===== src/common/hci_ecc_consts.svh =====
// ***************************************************************************
// Fixed sizes of the ECC memory interconnect
// Widths, port and bank counts and the address fields of bank interleaving.
// Include this file wherever one of these constants is needed.
// ***************************************************************************
`ifndef HCI_ECC_CONSTS_SVH
`define HCI_ECC_CONSTS_SVH

`define HCI_N_CORE    2  // Core initiator ports
`define HCI_N_BANK    4  // Memory banks
`define HCI_ADDR_W    16 // Byte address width
`define HCI_DATA_W    32 // Word width
`define HCI_CODE_W    39 // Data, Hamming and overall parity bits
`define HCI_HAM_W     6  // Hamming check bits
`define HCI_BANK_LSB  2  // Bank select starts above the byte offset
`define HCI_BANK_W    2  // Bank select width
`define HCI_BADDR_LSB 4  // Word-in-bank address starts here
`define HCI_CNT_W     16 // Error counter width

`endif


===== src/common/hci_ecc_pkg.sv =====
// ***************************************************************************
// Shared types of the ECC memory interconnect
// Holds the address and data types, the owner and register enums and the
// SECDED functions used by the bank arbiters. Import where needed.
// ***************************************************************************
`include "hci_ecc_consts.svh"

package hci_ecc_pkg;

  typedef logic [`HCI_ADDR_W-1:0]                tcdm_addr_t; // Byte address
  typedef logic [`HCI_DATA_W-1:0]                tcdm_data_t; // One word
  typedef logic [2*`HCI_DATA_W-1:0]              hwpe_data_t; // Low word to even bank
  typedef logic [`HCI_BANK_W-1:0]                bank_sel_t;
  typedef logic [`HCI_ADDR_W-`HCI_BADDR_LSB-1:0] bank_addr_t; // Word inside a bank
  typedef logic [`HCI_CODE_W-1:0]                code_word_t;
  typedef logic [`HCI_CNT_W-1:0]                 err_count_t;

  typedef enum logic [1:0] {
    OWNER_NONE,
    OWNER_CORE,
    OWNER_HWPE
  } arb_owner_e;

  typedef enum logic {
    REG_CORR_CNT   = 1'b0,
    REG_UNCORR_CNT = 1'b1
  } wb_reg_e;

  typedef struct packed {
    tcdm_data_t data;       // Corrected word
    logic       single_err; // Corrected, data valid
    logic       double_err; // Uncorrectable
  } ecc_dec_t;

  // Hamming positions 1..38 sit at bits 0..37, powers of two hold check bits
  function automatic code_word_t ecc_encode(input tcdm_data_t data);
    code_word_t  code;
    int unsigned d;
    code = '0;
    d    = 0;
    for (int unsigned pos = 1; pos < `HCI_CODE_W; pos++) begin
      if ((pos & (pos - 1)) != 0) begin // Data slot
        code[pos-1] = data[d];
        d++;
      end
    end
    for (int unsigned p = 0; p < `HCI_HAM_W; p++) begin
      for (int unsigned pos = 1; pos < `HCI_CODE_W; pos++) begin
        if (((pos >> p) & 1) == 1 && pos != (1 << p)) begin
          code[(1<<p)-1] ^= code[pos-1];
        end
      end
    end
    code[`HCI_CODE_W-1] = ^code[`HCI_CODE_W-2:0]; // Overall parity
    return code;
  endfunction

  function automatic ecc_dec_t ecc_decode(input code_word_t code);
    ecc_dec_t              res;
    logic [`HCI_HAM_W-1:0] syn;
    logic                  par;
    code_word_t            fix;
    int unsigned           d;
    syn = '0;
    for (int unsigned p = 0; p < `HCI_HAM_W; p++) begin
      for (int unsigned pos = 1; pos < `HCI_CODE_W; pos++) begin
        if (((pos >> p) & 1) == 1) begin
          syn[p] ^= code[pos-1];
        end
      end
    end
    par = ^code; // Odd weight means an odd number of flips
    fix = code;
    if (par && syn != 0 && syn < `HCI_CODE_W) begin
      fix[syn-1] = ~fix[syn-1]; // Syndrome points at the flipped bit
    end
    res.single_err = par && syn < `HCI_CODE_W;
    res.double_err = (!par && syn != 0) || (par && syn >= `HCI_CODE_W);
    res.data       = '0;
    d              = 0;
    for (int unsigned pos = 1; pos < `HCI_CODE_W; pos++) begin
      if ((pos & (pos - 1)) != 0) begin
        res.data[d] = fix[pos-1];
        d++;
      end
    end
    return res;
  endfunction

endpackage


===== src/common/tcdm_bank_if.sv =====
// ***************************************************************************
// Word-wide request and response channel between one branch and one bank
// arbiter. Grant is combinational, r_valid follows each accepted request
// by exactly one cycle, for reads and writes alike.
// ***************************************************************************
`timescale 1ns/10ps

interface tcdm_bank_if;
  import hci_ecc_pkg::*;

  logic       req;
  logic       wen;     // 1 means read
  bank_addr_t add;     // Word inside the bank
  tcdm_data_t wdata;
  logic       gnt;
  logic       r_valid;
  tcdm_data_t r_data;  // Already corrected

  modport initiator (output req, wen, add, wdata, input gnt, r_valid, r_data);
  modport target    (input req, wen, add, wdata, output gnt, r_valid, r_data);

endinterface


===== src/core_branch/core_xbar.sv =====
// ***************************************************************************
// Word-interleaved crossbar of the core branch
// Routes two core ports to the four banks with a round-robin choice per
// bank and steers each response back to the core that owns it.
// ***************************************************************************
`timescale 1ns/10ps
`include "hci_ecc_consts.svh"

module core_xbar (
  input  logic                                    clk_i,
  input  logic                                    rst_n_i,
  input  logic [`HCI_N_CORE-1:0]                  core_req_i,
  input  logic [`HCI_N_CORE-1:0]                  core_wen_i,
  input  hci_ecc_pkg::tcdm_addr_t [`HCI_N_CORE-1:0] core_add_i,
  input  hci_ecc_pkg::tcdm_data_t [`HCI_N_CORE-1:0] core_wdata_i,
  output logic [`HCI_N_CORE-1:0]                  core_gnt_o,
  output logic [`HCI_N_CORE-1:0]                  core_r_valid_o,
  output hci_ecc_pkg::tcdm_data_t [`HCI_N_CORE-1:0] core_r_data_o,
  tcdm_bank_if.initiator                          bank_mp [`HCI_N_BANK]
);
  import hci_ecc_pkg::*;

  logic [`HCI_N_BANK-1:0][`HCI_N_CORE-1:0] hit; // Core c addresses bank b
  logic [`HCI_N_BANK-1:0]                  b_sel; // Core chosen per bank
  logic [`HCI_N_BANK-1:0]                  b_gnt;
  logic [`HCI_N_BANK-1:0]                  b_own; // Core owning the response
  logic [`HCI_N_BANK-1:0]                  b_rvalid;
  tcdm_data_t [`HCI_N_BANK-1:0]            b_rdata;

  for (genvar b = 0; b < `HCI_N_BANK; b++) begin : gen_bank
    logic rr_q;  // Core favored on contention
    logic own_q;

    for (genvar c = 0; c < `HCI_N_CORE; c++) begin : gen_hit
      assign hit[b][c] = core_req_i[c] &&
                         (core_add_i[c][`HCI_BANK_LSB +: `HCI_BANK_W] == bank_sel_t'(b));
    end

    assign b_sel[b] = (&hit[b]) ? rr_q : hit[b][1]; // Two-way pick
    assign bank_mp[b].req   = |hit[b];
    assign bank_mp[b].wen   = core_wen_i[b_sel[b]];
    assign bank_mp[b].add   = core_add_i[b_sel[b]][`HCI_ADDR_W-1:`HCI_BADDR_LSB];
    assign bank_mp[b].wdata = core_wdata_i[b_sel[b]];
    assign b_gnt[b]    = bank_mp[b].gnt;
    assign b_rvalid[b] = bank_mp[b].r_valid;
    assign b_rdata[b]  = bank_mp[b].r_data;
    assign b_own[b]    = own_q;

    always_ff @(posedge clk_i) begin
      if (!rst_n_i) begin
        rr_q  <= 1'b0; // Core 0 first
        own_q <= 1'b0;
      end else if (bank_mp[b].req && bank_mp[b].gnt) begin
        own_q <= b_sel[b];
        if (&hit[b]) begin
          rr_q <= ~b_sel[b]; // Loser wins next time
        end
      end
    end
  end

  always_comb begin
    core_gnt_o     = '0;
    core_r_valid_o = '0;
    core_r_data_o  = '0;
    for (int b = 0; b < `HCI_N_BANK; b++) begin
      for (int c = 0; c < `HCI_N_CORE; c++) begin
        if (hit[b][c] && b_gnt[b] && b_sel[b] == c) begin
          core_gnt_o[c] = 1'b1;
        end
      end
      if (b_rvalid[b]) begin
        core_r_valid_o[b_own[b]] = 1'b1;
        core_r_data_o[b_own[b]]  = b_rdata[b];
      end
    end
  end

endmodule


===== src/hwpe_branch/hwpe_splitter.sv =====
// ***************************************************************************
// Splitter of the accelerator branch
// Turns a 64-bit HWPE access into two word accesses on an adjacent bank
// pair, granted only when both banks are free, and merges the responses.
// ***************************************************************************
`timescale 1ns/10ps
`include "hci_ecc_consts.svh"

module hwpe_splitter (
  input  logic                    clk_i,
  input  logic                    rst_n_i,
  input  logic                    hwpe_req_i,
  input  logic                    hwpe_wen_i,
  input  hci_ecc_pkg::tcdm_addr_t hwpe_add_i,
  input  hci_ecc_pkg::hwpe_data_t hwpe_wdata_i,
  output logic                    hwpe_gnt_o,
  output logic                    hwpe_r_valid_o,
  output hci_ecc_pkg::hwpe_data_t hwpe_r_data_o,
  tcdm_bank_if.initiator          bank_mp [`HCI_N_BANK]
);
  import hci_ecc_pkg::*;

  logic                         pair;   // Addressed bank pair
  logic                         pair_q; // Pair of the access in flight
  bank_sel_t                    even_b, odd_b, even_q, odd_q;
  logic                         both_free;
  logic [`HCI_N_BANK-1:0]       b_gnt;
  logic [`HCI_N_BANK-1:0]       b_rvalid;
  tcdm_data_t [`HCI_N_BANK-1:0] b_rdata;

  assign pair      = hwpe_add_i[`HCI_BANK_LSB+1];
  assign even_b    = {pair, 1'b0};
  assign odd_b     = {pair, 1'b1};
  assign even_q    = {pair_q, 1'b0};
  assign odd_q     = {pair_q, 1'b1};
  assign both_free = b_gnt[even_b] && b_gnt[odd_b]; // No core on the pair
  assign hwpe_gnt_o = hwpe_req_i && both_free;

  for (genvar b = 0; b < `HCI_N_BANK; b++) begin : gen_bank
    // Requests stay low unless both halves go in together
    assign bank_mp[b].req   = hwpe_gnt_o && ((b >> 1) == pair);
    assign bank_mp[b].wen   = hwpe_wen_i;
    assign bank_mp[b].add   = hwpe_add_i[`HCI_ADDR_W-1:`HCI_BADDR_LSB];
    assign bank_mp[b].wdata = hwpe_wdata_i[(b % 2)*`HCI_DATA_W +: `HCI_DATA_W];
    assign b_gnt[b]    = bank_mp[b].gnt;
    assign b_rvalid[b] = bank_mp[b].r_valid;
    assign b_rdata[b]  = bank_mp[b].r_data;
  end

  always_ff @(posedge clk_i) begin
    if (!rst_n_i) begin
      pair_q <= 1'b0;
    end else if (hwpe_gnt_o) begin
      pair_q <= pair;
    end
  end

  assign hwpe_r_valid_o = b_rvalid[even_q] && b_rvalid[odd_q]; // Both halves back
  assign hwpe_r_data_o  = {b_rdata[odd_q], b_rdata[even_q]};

endmodule


===== src/source/bank_arbiter.sv =====
// ***************************************************************************
// Per-bank arbiter between the core and the HWPE branch
// Cores always win. Write data is SECDED encoded on the way in, read data
// decoded and corrected on the way out, with one error pulse per read.
// ***************************************************************************
`timescale 1ns/10ps

module bank_arbiter (
  input  logic                    clk_i,
  input  logic                    rst_n_i,
  input  hci_ecc_pkg::code_word_t bank_rdata_i,
  tcdm_bank_if.target             core_mp,
  tcdm_bank_if.target             hwpe_mp,
  output logic                    bank_req_o,
  output logic                    bank_we_o,
  output hci_ecc_pkg::bank_addr_t bank_add_o,
  output hci_ecc_pkg::code_word_t bank_wdata_o,
  output logic                    corr_err_o,
  output logic                    uncorr_err_o
);
  import hci_ecc_pkg::*;

  logic       core_acc; // Core access this cycle
  logic       hwpe_acc;
  logic       rd_q;     // Access in flight is a read
  arb_owner_e owner_q;
  ecc_dec_t   dec;

  assign core_mp.gnt = core_mp.req;
  assign hwpe_mp.gnt = !core_mp.req; // Free bank only
  assign core_acc    = core_mp.req;
  assign hwpe_acc    = hwpe_mp.req && !core_mp.req;

  assign bank_req_o   = core_acc || hwpe_acc;
  assign bank_we_o    = bank_req_o && (core_acc ? !core_mp.wen : !hwpe_mp.wen);
  assign bank_add_o   = core_acc ? core_mp.add : hwpe_mp.add;
  assign bank_wdata_o = ecc_encode(core_acc ? core_mp.wdata : hwpe_mp.wdata);

  always_ff @(posedge clk_i) begin
    if (!rst_n_i) begin
      owner_q <= OWNER_NONE;
      rd_q    <= 1'b0;
    end else begin
      owner_q <= core_acc ? OWNER_CORE : (hwpe_acc ? OWNER_HWPE : OWNER_NONE);
      rd_q    <= bank_req_o && !bank_we_o;
    end
  end

  assign dec = ecc_decode(bank_rdata_i); // Bank answers one cycle late

  assign core_mp.r_valid = (owner_q == OWNER_CORE);
  assign hwpe_mp.r_valid = (owner_q == OWNER_HWPE);
  assign core_mp.r_data  = dec.data;
  assign hwpe_mp.r_data  = dec.data;

  assign corr_err_o   = rd_q && dec.single_err; // Writes return no codeword
  assign uncorr_err_o = rd_q && dec.double_err;

endmodule


===== src/source/ecc_err_manager.sv =====
// ***************************************************************************
// ECC error counters with a Wishbone classic slave port
// Word 0 counts corrected reads, word 1 uncorrectable ones. Any write to a
// counter clears it. Each access is acked one cycle after it is seen.
// ***************************************************************************
`timescale 1ns/10ps
`include "hci_ecc_consts.svh"

module ecc_err_manager (
  input  logic                   clk_i,
  input  logic                   rst_n_i,
  input  logic [`HCI_N_BANK-1:0] corr_err_i,
  input  logic [`HCI_N_BANK-1:0] uncorr_err_i,
  input  logic                   wb_cyc_i,
  input  logic                   wb_stb_i,
  input  logic                   wb_we_i,
  input  logic [`HCI_ADDR_W-1:0] wb_adr_i,
  input  logic [`HCI_DATA_W-1:0] wb_dat_i,
  output logic [`HCI_DATA_W-1:0] wb_dat_o,
  output logic                   wb_ack_o
);
  import hci_ecc_pkg::*;

  err_count_t corr_q;
  err_count_t uncorr_q;
  logic       wb_req;  // New access, not yet acked
  logic       idx_ok;  // Address hits the register window
  wb_reg_e    reg_sel;
  logic       clr_corr;
  logic       clr_uncorr;

  function automatic err_count_t sat_add(input err_count_t cnt,
                                         input logic [`HCI_N_BANK-1:0] pulses);
    logic [`HCI_CNT_W:0] sum;
    sum = {1'b0, cnt};
    for (int b = 0; b < `HCI_N_BANK; b++) begin
      sum += pulses[b];
    end
    return sum[`HCI_CNT_W] ? '1 : sum[`HCI_CNT_W-1:0]; // Stick at max
  endfunction

  assign wb_req     = wb_cyc_i && wb_stb_i && !wb_ack_o;
  assign idx_ok     = (wb_adr_i[`HCI_ADDR_W-1:`HCI_BANK_LSB+1] == '0);
  assign reg_sel    = wb_reg_e'(wb_adr_i[`HCI_BANK_LSB]); // Word index
  assign clr_corr   = wb_req && wb_we_i && idx_ok && (reg_sel == REG_CORR_CNT);
  assign clr_uncorr = wb_req && wb_we_i && idx_ok && (reg_sel == REG_UNCORR_CNT);

  always_ff @(posedge clk_i) begin
    if (!rst_n_i) begin
      corr_q   <= '0;
      uncorr_q <= '0;
      wb_ack_o <= 1'b0;
    end else begin
      corr_q   <= clr_corr ? '0 : sat_add(corr_q, corr_err_i);
      uncorr_q <= clr_uncorr ? '0 : sat_add(uncorr_q, uncorr_err_i);
      wb_ack_o <= wb_req;
    end
  end

  // Write data carries no meaning, only the address selects the clear
  always_ff @(posedge clk_i) begin
    if (wb_req) begin
      if (!idx_ok || wb_we_i) begin
        wb_dat_o <= '0;
      end else begin
        wb_dat_o <= (reg_sel == REG_CORR_CNT) ? `HCI_DATA_W'(corr_q) : `HCI_DATA_W'(uncorr_q);
      end
    end
  end

endmodule


===== src/source/hci_ecc_interconnect.sv =====
// ***************************************************************************
// Top level of the ECC-protected cluster memory interconnect
// Two core ports and one 64-bit HWPE port share four SECDED protected
// banks. Banks sit outside at plain ports, error counts are read over
// Wishbone.
// ***************************************************************************
`timescale 1ns/10ps
`include "hci_ecc_consts.svh"

module hci_ecc_interconnect (
  input  logic                                    clk_i,
  input  logic                                    rst_n_i,
  // Core ports
  input  logic [`HCI_N_CORE-1:0]                  core_req_i,
  input  logic [`HCI_N_CORE-1:0]                  core_wen_i,
  input  hci_ecc_pkg::tcdm_addr_t [`HCI_N_CORE-1:0] core_add_i,
  input  hci_ecc_pkg::tcdm_data_t [`HCI_N_CORE-1:0] core_wdata_i,
  output logic [`HCI_N_CORE-1:0]                  core_gnt_o,
  output logic [`HCI_N_CORE-1:0]                  core_r_valid_o,
  output hci_ecc_pkg::tcdm_data_t [`HCI_N_CORE-1:0] core_r_data_o,
  // HWPE port, 8-byte aligned
  input  logic                                    hwpe_req_i,
  input  logic                                    hwpe_wen_i,
  input  hci_ecc_pkg::tcdm_addr_t                 hwpe_add_i,
  input  hci_ecc_pkg::hwpe_data_t                 hwpe_wdata_i,
  output logic                                    hwpe_gnt_o,
  output logic                                    hwpe_r_valid_o,
  output hci_ecc_pkg::hwpe_data_t                 hwpe_r_data_o,
  // Banks
  output logic [`HCI_N_BANK-1:0]                  bank_req_o,
  output logic [`HCI_N_BANK-1:0]                  bank_we_o,
  output hci_ecc_pkg::bank_addr_t [`HCI_N_BANK-1:0] bank_add_o,
  output hci_ecc_pkg::code_word_t [`HCI_N_BANK-1:0] bank_wdata_o,
  input  hci_ecc_pkg::code_word_t [`HCI_N_BANK-1:0] bank_rdata_i,
  // Wishbone classic slave
  input  logic                                    wb_cyc_i,
  input  logic                                    wb_stb_i,
  input  logic                                    wb_we_i,
  input  logic [`HCI_ADDR_W-1:0]                  wb_adr_i,
  input  logic [`HCI_DATA_W-1:0]                  wb_dat_i,
  output logic [`HCI_DATA_W-1:0]                  wb_dat_o,
  output logic                                    wb_ack_o
);

  logic [`HCI_N_BANK-1:0] corr_err;   // Per-bank read error pulses
  logic [`HCI_N_BANK-1:0] uncorr_err;

  tcdm_bank_if core_bus [`HCI_N_BANK] (); // Core branch to arbiters
  tcdm_bank_if hwpe_bus [`HCI_N_BANK] (); // HWPE branch to arbiters

  core_xbar u_core_xbar (
    .clk_i          ( clk_i          ),
    .rst_n_i        ( rst_n_i        ),
    .core_req_i     ( core_req_i     ),
    .core_wen_i     ( core_wen_i     ),
    .core_add_i     ( core_add_i     ),
    .core_wdata_i   ( core_wdata_i   ),
    .core_gnt_o     ( core_gnt_o     ),
    .core_r_valid_o ( core_r_valid_o ),
    .core_r_data_o  ( core_r_data_o  ),
    .bank_mp        ( core_bus       )
  );

  hwpe_splitter u_hwpe_splitter (
    .clk_i          ( clk_i          ),
    .rst_n_i        ( rst_n_i        ),
    .hwpe_req_i     ( hwpe_req_i     ),
    .hwpe_wen_i     ( hwpe_wen_i     ),
    .hwpe_add_i     ( hwpe_add_i     ),
    .hwpe_wdata_i   ( hwpe_wdata_i   ),
    .hwpe_gnt_o     ( hwpe_gnt_o     ),
    .hwpe_r_valid_o ( hwpe_r_valid_o ),
    .hwpe_r_data_o  ( hwpe_r_data_o  ),
    .bank_mp        ( hwpe_bus       )
  );

  for (genvar b = 0; b < `HCI_N_BANK; b++) begin : gen_arb
    bank_arbiter u_bank_arbiter (
      .clk_i        ( clk_i           ),
      .rst_n_i      ( rst_n_i         ),
      .bank_rdata_i ( bank_rdata_i[b] ),
      .core_mp      ( core_bus[b]     ),
      .hwpe_mp      ( hwpe_bus[b]     ),
      .bank_req_o   ( bank_req_o[b]   ),
      .bank_we_o    ( bank_we_o[b]    ),
      .bank_add_o   ( bank_add_o[b]   ),
      .bank_wdata_o ( bank_wdata_o[b] ),
      .corr_err_o   ( corr_err[b]     ),
      .uncorr_err_o ( uncorr_err[b]   )
    );
  end

  ecc_err_manager u_ecc_err_manager (
    .clk_i        ( clk_i      ),
    .rst_n_i      ( rst_n_i    ),
    .corr_err_i   ( corr_err   ),
    .uncorr_err_i ( uncorr_err ),
    .wb_cyc_i     ( wb_cyc_i   ),
    .wb_stb_i     ( wb_stb_i   ),
    .wb_we_i      ( wb_we_i    ),
    .wb_adr_i     ( wb_adr_i   ),
    .wb_dat_i     ( wb_dat_i   ),
    .wb_dat_o     ( wb_dat_o   ),
    .wb_ack_o     ( wb_ack_o   )
  );

endmodule


===== config.mk =====
export PLATFORM = sky130hd
export DESIGN_NAME = hci_ecc_interconnect
export DESIGN_NICKNAME = d
export VERILOG_FILES = /design/src/common/hci_ecc_pkg.sv /design/src/common/tcdm_bank_if.sv /design/src/core_branch/core_xbar.sv /design/src/hwpe_branch/hwpe_splitter.sv /design/src/source/bank_arbiter.sv /design/src/source/ecc_err_manager.sv /design/src/source/hci_ecc_interconnect.sv
export VERILOG_INCLUDE_DIRS = /design/src /design/src/common
export SDC_FILE = /design/constraint.sdc
export NUM_CORES = 1
export LEC_CHECK = 0
export BUFFER_PORTS_ARGS = -buffer_cell sky130_fd_sc_hd__clkbuf_2
export CAP_MARGIN = 20
export CORE_AREA = 2 2 297 299
export CTS_BUF_LIST = sky130_fd_sc_hd__clkbuf_4 sky130_fd_sc_hd__clkbuf_8 sky130_fd_sc_hd__clkbuf_16
export DETAILED_ROUTE_END_ITERATION = 7
export DIE_AREA = 0 0 299 301
export GPL_ROUTABILITY_DRIVEN = 0
export HOLD_SLACK_MARGIN = 0.06
export SETUP_SLACK_MARGIN = 0.2
export SLEW_MARGIN = 20
export SYNTH_ARGS = -nofsm -noshare
export SYNTH_HDL_FRONTEND = slang
export SYNTH_HIERARCHICAL = 1
export SYNTH_SLANG_ARGS = --single-unit

===== constraint.sdc =====
create_clock -name clk_i -period 7 [get_ports clk_i]
set_clock_uncertainty 0.15 [all_clocks]
set_input_delay 1.4 -clock clk_i [delete_from_list [all_inputs] [get_ports clk_i]]
set_output_delay 1.4 -clock clk_i [all_outputs]
set_load 0.005 [all_outputs]

# --- Word-level counts from Yosys, hierarchy flattened ---
# Cells that the tools add are included.
totals:
  input_bits: 391
  output_inout_bits: 379
  register_bits: 86
  word_cells: 1060
classes:
  muxes: 122
  n_lt_le_gt_ge: 32
  bitwise: 711
  add_sub_neg: 12
  eq_ne: 14
  n_reduce_logical: 144
ops:
  columns: ["op", "count"]
  rows:
  - ["XOR 1 bit", 696]
  - ["two-way mux 32 bit", 20]
  - ["two-way mux 64 bit", 4]
  - ["bitwise mux 64 bit", 3]
  - ["two-way mux 16 bit", 11]
  - ["bitwise mux 39 bit", 4]
  - ["parity 39 bit", 4]
  - ["two-way mux 38 bit", 4]
  - ["parity 38 bit", 4]
  - ["demux 32 bit (select 1 bit)", 4]
  - [">= comparator 32 x 1 -> 1 bit (second input constant)", 4]
  - ["< comparator 32 x 7 -> 1 bit (second input constant)", 4]
  - ["adder 17 x 1 -> 17 bit", 6]
  - ["logical AND 1 bit", 83]
  - ["bitwise AND 64 bit", 1]
  - ["two-way mux 1 bit", 48]
  - ["two-way mux 12 bit", 4]
  - ["adder 16 x 1 -> 17 bit", 2]
  - ["subtractor 6 x 1 -> 7 bit (second input constant)", 4]
  - ["binary-select mux 1 bit (select 6 bit)", 4]
  - ["demux 1 bit (select 6 bit)", 4]
  - [">= comparator 6 bit (second input constant)", 4]
  - ["< comparator 6 bit (second input constant)", 4]
  - ["nonzero test 6 bit", 4]
  - ["17 further kinds", 105]

# --- Depth between registers and ports, before layout ---
# Gate-level depths: netlist (run 1).
logic_depth:
  depth_word: 33
  depth_mapped: 21
  mapped_depth_nobuf: 19

# --- By module ---
# The synthesis (run 1) kept the hierarchy.
modules_own_cells:
  columns: ["module", "area_per_inst_um2", "seq_area_each_um2", "cells_each", "instances"]
  rows:
  - ["bank_arbiter at gen_arb[1].u_bank_arbiter ...", 3816.2, 60.1, 441, 2]
  - ["core_xbar", 5340.1, 160.2, 671, 1]
  - ["bank_arbiter at gen_arb[3].u_bank_arbiter", 3796.1, 60.1, 426, 1]
  - ["bank_arbiter at gen_arb[0].u_bank_arbiter", 3597.2, 60.1, 418, 1]
  - ["ecc_err_manager", 2615.0, 1141.1, 254, 1]
  - ["hwpe_splitter", 2235.9, 20.0, 264, 1]

# --- Worst setup path after synthesis (run 1) ---
# No wires, ideal clock.
synth_timing:
  path_type: "input port to output port"
  startpoint: "in bank_rdata_i[49] (netlist bit)"
  endpoint: "out core_r_data_o[41] (netlist bit)"
  arrival_ns: 5.248
  path_buffers: 2
  t_required_ns: 5.450
  stages: 15
  path_slack_ns: 0.202
  path_cell_list: "xnor3_1 xnor2_1 xnor3_2 xor2_2 inv_2 buf_2 ha_1 xnor3_1 o32a_1 and4b_1 clkbuf_1 o41ai_1 a32o_1 a31oi_1 o21ai_0"
synth_rtl:
  columns: ["element", "line_no", "source"]
  rows:
  - ["start: declaration", "hci_ecc_interconnect.sv:34", "input hci_ecc_pkg::code_word_t [`HCI_N_BANK-1:0] bank_rdata_i,"]
  - ["end: declaration", "hci_ecc_interconnect.sv:20", "output hci_ecc_pkg::tcdm_data_t [`HCI_N_CORE-1:0] core_r_data_o,"]

==> results.toml, run 1 <==
[die]
start_util = 0.2916
fp.coreArea_um2 = 86480
die_height_um = 301
num_rows = 108
num_io_pins = 770
die_w_um = 299
die_area_um2 = 90000

[worst_setup_path]
slowest_delay_ns = 0.47
cp.arrival_ns = 5.41
worstPathRequired_ns = 5.45
path_buf_inv = 7
crit_path_cell_trace = "clkbuf_2 > buf_4 > xnor2_2 > xnor3_1 > xor3_1 > buf_4 > nor3_1 > nor3_4 > o32ai_4 > or2_4 > buf_4 > o41ai_2 > buf_4 > a32o_1 > a31oi_1 > o21ai_1 > buf_4 > clkbuf_2"
setup.worst_path.class = "in2out"
cpMaxStageDelayCell = "nor3_1"
cp_max_fo = 6
startpoint_type = "input pin"
end_kind = "output port"
crit_top_cell = "buf_4"
critPathTopFamily = "XOR/XNOR gates"

[cts]
clk-insertion-delay-late_ns = 0.35
root_buffer = "clkbuf_16"
cts.sinks = 70
cts_buffer_depth = 2
cts_max_level = 3
cts_tree = "done"
path_clk_slew_ns = 0.07
numCtsBuffers = 9

[synth]
synthesis.area_um2 = 25220
synth_top_cell_by_area = "xnor2_1"
synth_top_flop_cell = "dfxtp_1"
synth_top_area_frac = 0.1240
synth-edff-count = 16
synth_cells = 2915
ys_seq_area_frac = 0.06192
synth.area.top_cells = "xnor2_1, mux2_2, buf_4"
ys_types = 115
synth_most_common_cell = "xnor2_1"
synthArstFlopShare = 0
synth.avg_cell_area_um2 = 8.651
synth_seq_cells = 70
yosys_warnings = 6
synth_commonest_cells = "xnor2_1, buf_4, mux2_2"

[layout]
multi_input_area_um2 = 21400
area_growth_pct = 26.50
fin_cells = 4674
nets = 3910
fillers = 8919
layout-drive-gt1-share = 0.4803
ff_latch_area_um2 = 1565

[global_routing]
grt_pass1_wl_um = 168600
grt_max_degree = 67
grt_pass1_vias = 24330
grt.overflow.total = 0
antenna_found_initial = 25
grt_usage = 0.2506

[timing]
slew_violations = 0
max_slew_margin = 0.2842
max_freq_mhz = 143.7
min_period_ns = 6.961
finalSetupViolCount = 0
rsz0062_at_grt = "yes"
period_share = 0.9944
whs_ns = 0.3272
hold_viol = 0
worstMarginPinSlew_ns = 1.074

[place]
place_hpwl_um = 99750
placed_cells = 4591
io_buffers = 712

[detailed_routing]
drtIter0Drc = 1940
ant_nets = 0
wl_um = 121300
dr.pass1.iters = 7
via_per_inst = 5.414
drc = 0
vias = 25300
wire_per_inst_um = 25.96

[power_and_ir_drop]
ir_drop_mv = 0.5449
power_w = 0.01376
pwr_density_cell_nw_per_um2 = 431.2
cellLeakagePower_nw = 13.36

[status]
status = "completed"

[worst_hold_path]
hold_path.class = "reg2reg"

[flow_run]
cap_violations = 0
[layout make-up]
type,instances,share of cell area
diodes,15,0.001177
clock buffers,9,0.007060
clock inverters,7,0.001922
inverters,155,0.01836
multi-input cells,2196,0.6710
flip-flops and latches,70,0.04907
well taps,1155,0.04530
repair buffers,1067,0.2061
[per-layer routing]
metal / wire, um / global-route usage
met3: 8115 / 0.03066
met5: 13 / 0
met4: 9162 / 0.1518
met1: 44720 / 0.2841
met2: 59320 / 0.4485
[flip-flops by register name (all words and copies together) (netlist names)]
register and flops:
u_ecc_err_manager/corr_q 16, u_ecc_err_manager/uncorr_q 16, u_ecc_err_manager/wb_dat_o 16, gen_arb.u_bank_arbiter/owner_q 8, gen_arb.u_bank_arbiter/rd_q 4, u_core_xbar/gen_bank.own_q 4, u_core_xbar/gen_bank.rr_q 4, u_ecc_err_manager/wb_ack_o 1
u_hwpe_splitter/pair_q 1
[per-stage QoR]
stage | TNS, ns | util | cell area, um2 | setup slack, ns
floorplan | 0 | - | 25270 | 0.2017
finish | 0 | 0.3689 | 31900 | 0.03886
global placement | -8.635 | 0.3390 | 29320 | -0.5630
global route | -0.4224 | 0.3688 | 31890 | -0.07745
detailed placement | -8.556 | 0.3390 | 29320 | -0.4409
CTS | 0 | 0.3525 | 30490 | 0.09741
[power breakdown]
| group | internal (W) | switching (W) |
|---|---|---|
| combinational | 0.00568 | 0.00718 |
| clock | 0.000247 | 0.000202 |
| sequential | 0.000428 | 0.0000134 |
| total | 0.00636 | 0.00740 |
[cells by family (layout without fill, tap and decap cells)]
group                      count (synthesis)  count (layout)  share of synthesized area
adders and majority gates                 23              23                    0.01290
DFF                                       70              70                    0.06192
other                                      1              31                  0.0001487
and+or+nand+nor                          559             559                     0.1253
xor gates and xnor gates                 541             541                     0.2348
muxes                                    593             593                     0.2636
buffers and inverters                    666            1238                     0.1590
AOI/OAI and AO/OA                        462             464                     0.1423
[worst paths after layout]
path	startpoint	endpoint	slack (ns)	cells after the start
setup reg to reg	gen_arb[3].u_bank_arbiter/rd_q	u_ecc_err_manager/uncorr_q[1]	3.52	10
hold reg to reg	u_core_xbar/gen_bank[3].rr_q	u_core_xbar/gen_bank[3].rr_q	0.33	2
hold / removal	u_core_xbar/gen_bank[3].rr_q	u_core_xbar/gen_bank[3].rr_q	0.33	2
setup / recovery	bank_rdata_i[67]	core_r_data_o[41]	0.04	18
[worst register-to-register path: cells and delay by family, from the launching register on]
family          cells  cell delay, ns
buf+inv             2            0.14
simple gates        3            1.09
fa+ha+maj           3            1.17
compound gates      2            0.46
flops               1            0.41
[cell usage in the layout (no fill, tap or decap), types with 18 or more instances in the layout]
cell type	count
dfxtp_1	51
nor2_1	65
xnor2_2	25
a21oi_1	23
mux2_2	247
mux2i_1	152
nand3_1	44
o21ai_0	52
o21ai_1	31
inv_1	147
xor2_1	86
a32o_1	29
mux2_1	142
xnor2_1	342
o21a_1	33
xnor3_1	35
a31oi_1	41
nor3_1	32
clkbuf_2	681
xnor3_2	18
mux2_4	40
nand2_1	128
a22o_1	33
nand3b_1	70
o211ai_1	42
buf_4	312
buf_6	41
[repair_timing]
item,in CTS,in global routing
pin swaps,41,61
setup buffers,20,28
gates resized for setup,141,250
cloned,1,3
hold endpoints to repair,0,0
setup endpoints to repair,112,122
hold buffers,0,0
Note: power is estimated with default switching activity, not from simulation.
==> inputs of run 2 (changes only) <==
--- a/config.mk
+++ b/config.mk
@@ -14,6 +14,9 @@
 export DIE_AREA = 0 0 299 301
 export GPL_ROUTABILITY_DRIVEN = 0
 export HOLD_SLACK_MARGIN = 0.06
+export MAX_ROUTING_LAYER = met4
+export PLACE_DENSITY_LB_ADDON = 0.2
+export REMOVE_ABC_BUFFERS = 1
 export SETUP_SLACK_MARGIN = 0.2
 export SLEW_MARGIN = 20
 export SYNTH_ARGS = -nofsm -noshare
==> run 2 against run 1 <==
Against the previous run:
- non-clock buffer count rose by 28
- final cell count rose by 0.53%
- setup slack improved by 0.14 ns
- maximum frequency rose by 2.0%
- clock power fell by 2%
- core utilization rose by 0.27 points
- clock-buffer cell count rose by 4
- hold slack got worse by 0.0036 ns
- sequential power barely moved
- wire length rose by 0.86%
- die area did not move
- sequential cell count did not move
- largest cell class unchanged
==> results.toml, run 2 (synthesis results as in run 1) <==
[layout]
nets = 3938
top_regs = "u_ecc_err_manager/corr_q: 16 flops, u_ecc_err_manager/uncorr_q: 16 flops, u_ecc_err_manager/wb_dat_o: 16 flops"
final_common_cell = "clkbuf_2"
area_growth_pct = 27.44
layout-drive-gt1-share = 0.4878
multi_input_area_um2 = 21510
final_cell_mix = "clkbuf_2, buf_4, xnor2_1, mux2_2, mux2i_1"
fillers = 9080
ff_latch_area_um2 = 1564

[cts]
path_clk_slew_ns = 0.06
cts_tree = "done"
numCtsBuffers = 9
clk-insertion-delay-late_ns = 0.34
cts.sinks = 70
root_buffer = "clkbuf_16"
hold_buffers = 0
cts_max_level = 3
cts_buffer_depth = 2

[status]
status = "completed"

[worst_setup_path]
reg2reg_from = "gen_arb[3].u_bank_arbiter/rd_q"
r2r_slack_ns = 3.49
setup.worst_path.class = "in2out"
startpoint = "bank_rdata_i[49]"
startpoint_type = "input pin"
r2r_cells = 10
crit_path_end = "core_r_data_o[31]"
end_kind = "output port"
worstPathRequired_ns = 5.45
cp_max_fo = 6
cp.arrival_ns = 5.28
worstReg2RegEnd = "u_ecc_err_manager/uncorr_q[0]"

[detailed_routing]
dr.pass1.iters = 5
drc = 0
vias = 24550
ant_nets = 0
drtIter0Drc = 1596
wire_per_inst_um = 26.04
wl_um = 122400
via_per_inst = 5.225

[global_routing]
grt_pass1_wl_um = 170600
grt_pass1_vias = 23680
grt_max_degree = 67
grt_usage = 0.2619
grt.overflow.total = 0
antenna_found_initial = 19

[timing]
rsz0062_at_grt = "yes"
finalSetupViolCount = 0
worstMarginPinSlew_ns = 1.100
max_freq_mhz = 146.5
hold_viol = 0
max_slew_margin = 0.2650
setup_ws_ns = 0.1742
slew_violations = 0
period_share = 0.9751
min_period_ns = 6.826

[power_and_ir_drop]
power_w = 0.01360
pwr_density_cell_nw_per_um2 = 423.3
cellLeakagePower_nw = 13.56
ir_drop_mv = 0.4072

[die]
num_io_pins = 770
die_height_um = 301
start_util = 0.2916
die_area_um2 = 90000
num_rows = 108
fp.coreArea_um2 = 86480
die_w_um = 299

[place]
place_ws_ns = -0.3140
io_buffers = 712
place_hpwl_um = 100500

[flow_run]
cap_violations = 0

[worst_hold_path]
hold_path.class = "reg2reg"
[run 2: changes by cell type in the layout (fill, tap and decap cells not counted), moves of 9 or more]
cell,delta
buf_2,-10
o21ai_2,+10
buf_6,-14
buf_4,+32
clkbuf_2,+21
nor2_2,-9
[run 2: power by group]
group | internal [W] | switching (W) | total (W)
Combinational | 0.00557 | 0.00716 | 0.0127
Sequential | 0.000428 | 0.0000110 | 0.000439
Clock | 0.000262 | 0.000176 | 0.000438
Total | 0.00626 | 0.00735 | 0.0136
[run 2: timing repair]
item                                    in CTS  in global routing
endpoints found under the setup margin     127                120
cloned                                       1                  4
resized for setup                          164                214
pin swaps                                   53                 66
setup buffers                               22                 26
[run 2: worst min path at each step]
stage	start	end	slack [ns]	cells after the start
after floorplan	u_core_xbar/gen_bank[3].rr_q	u_core_xbar/gen_bank[3].rr_q	0.29	2
after global placement	u_core_xbar/gen_bank[3].rr_q	u_core_xbar/gen_bank[3].rr_q	0.30	2
after detailed placement	u_core_xbar/gen_bank[3].rr_q	u_core_xbar/gen_bank[3].rr_q	0.31	2
after CTS	u_core_xbar/gen_bank[3].rr_q	u_core_xbar/gen_bank[3].rr_q	0.32	2
after global routing	u_core_xbar/gen_bank[3].rr_q	u_core_xbar/gen_bank[3].rr_q	0.35	2
final	u_core_xbar/gen_bank[3].rr_q	u_core_xbar/gen_bank[3].rr_q	0.32	2
[run 2: stage by stage]
stage | hold WS [ns] | utilization | area, um2 | setup TNS (ns) | instances
final | 0.3236 | 0.3716 | 32140 | 0 | 4699
after global routing | 0.3545 | 0.3716 | 32130 | 0 | 4698
after detailed placement | 0.3135 | 0.3416 | 29540 | -7.392 | 4618
after global placement | 0.3023 | 0.3416 | 29540 | -6.214 | 4618
after floorplan | 0.2880 | - | 21850 | -7.253 | 2419
after CTS | 0.3217 | 0.3558 | 30770 | 0 | 4657
[run 2: per-layer routing]
metal | vias to the layer above | wire length (um) | global-route usage
met4 | 0 | 5181 | 0.09631
met1 | 11960 | 48250 | 0.3047
met2 | 1044 | 61740 | 0.4579
met3 | 200 | 7205 | 0.03528
met5 | - | 0 | -
li1 | 11350 | - | -
[run 2: area by class of cell]
type                    count  share of cell area
flip-flops and latches     70             0.04867
inverters                 155             0.01818
repair buffers           1095              0.2090
multi-input cells        2196              0.6694
clock buffers              13            0.008137
clock inverters             3           0.0006619
well taps                1155             0.04497
diodes                     12           0.0009344
[run 2: critical path, stage by stage]
cell and delay [ns]:
buf_6 0.09, xnor3_2 0.42, xnor3_2 0.28, xnor2_1 0.17, buf_4 0.17, xnor2_4 0.13
buf_6 0.13, inv_4 0.03, ha_4 0.15, a2111oi_4 0.37, buf_4 0.18, o32ai_4 0.12
or2_4 0.34, o41ai_4 0.39, buf_4 0.18, buf_4 0.10, nand3b_1 0.07, o211ai_1 0.13
a22o_1 0.26, clkbuf_2 0.15
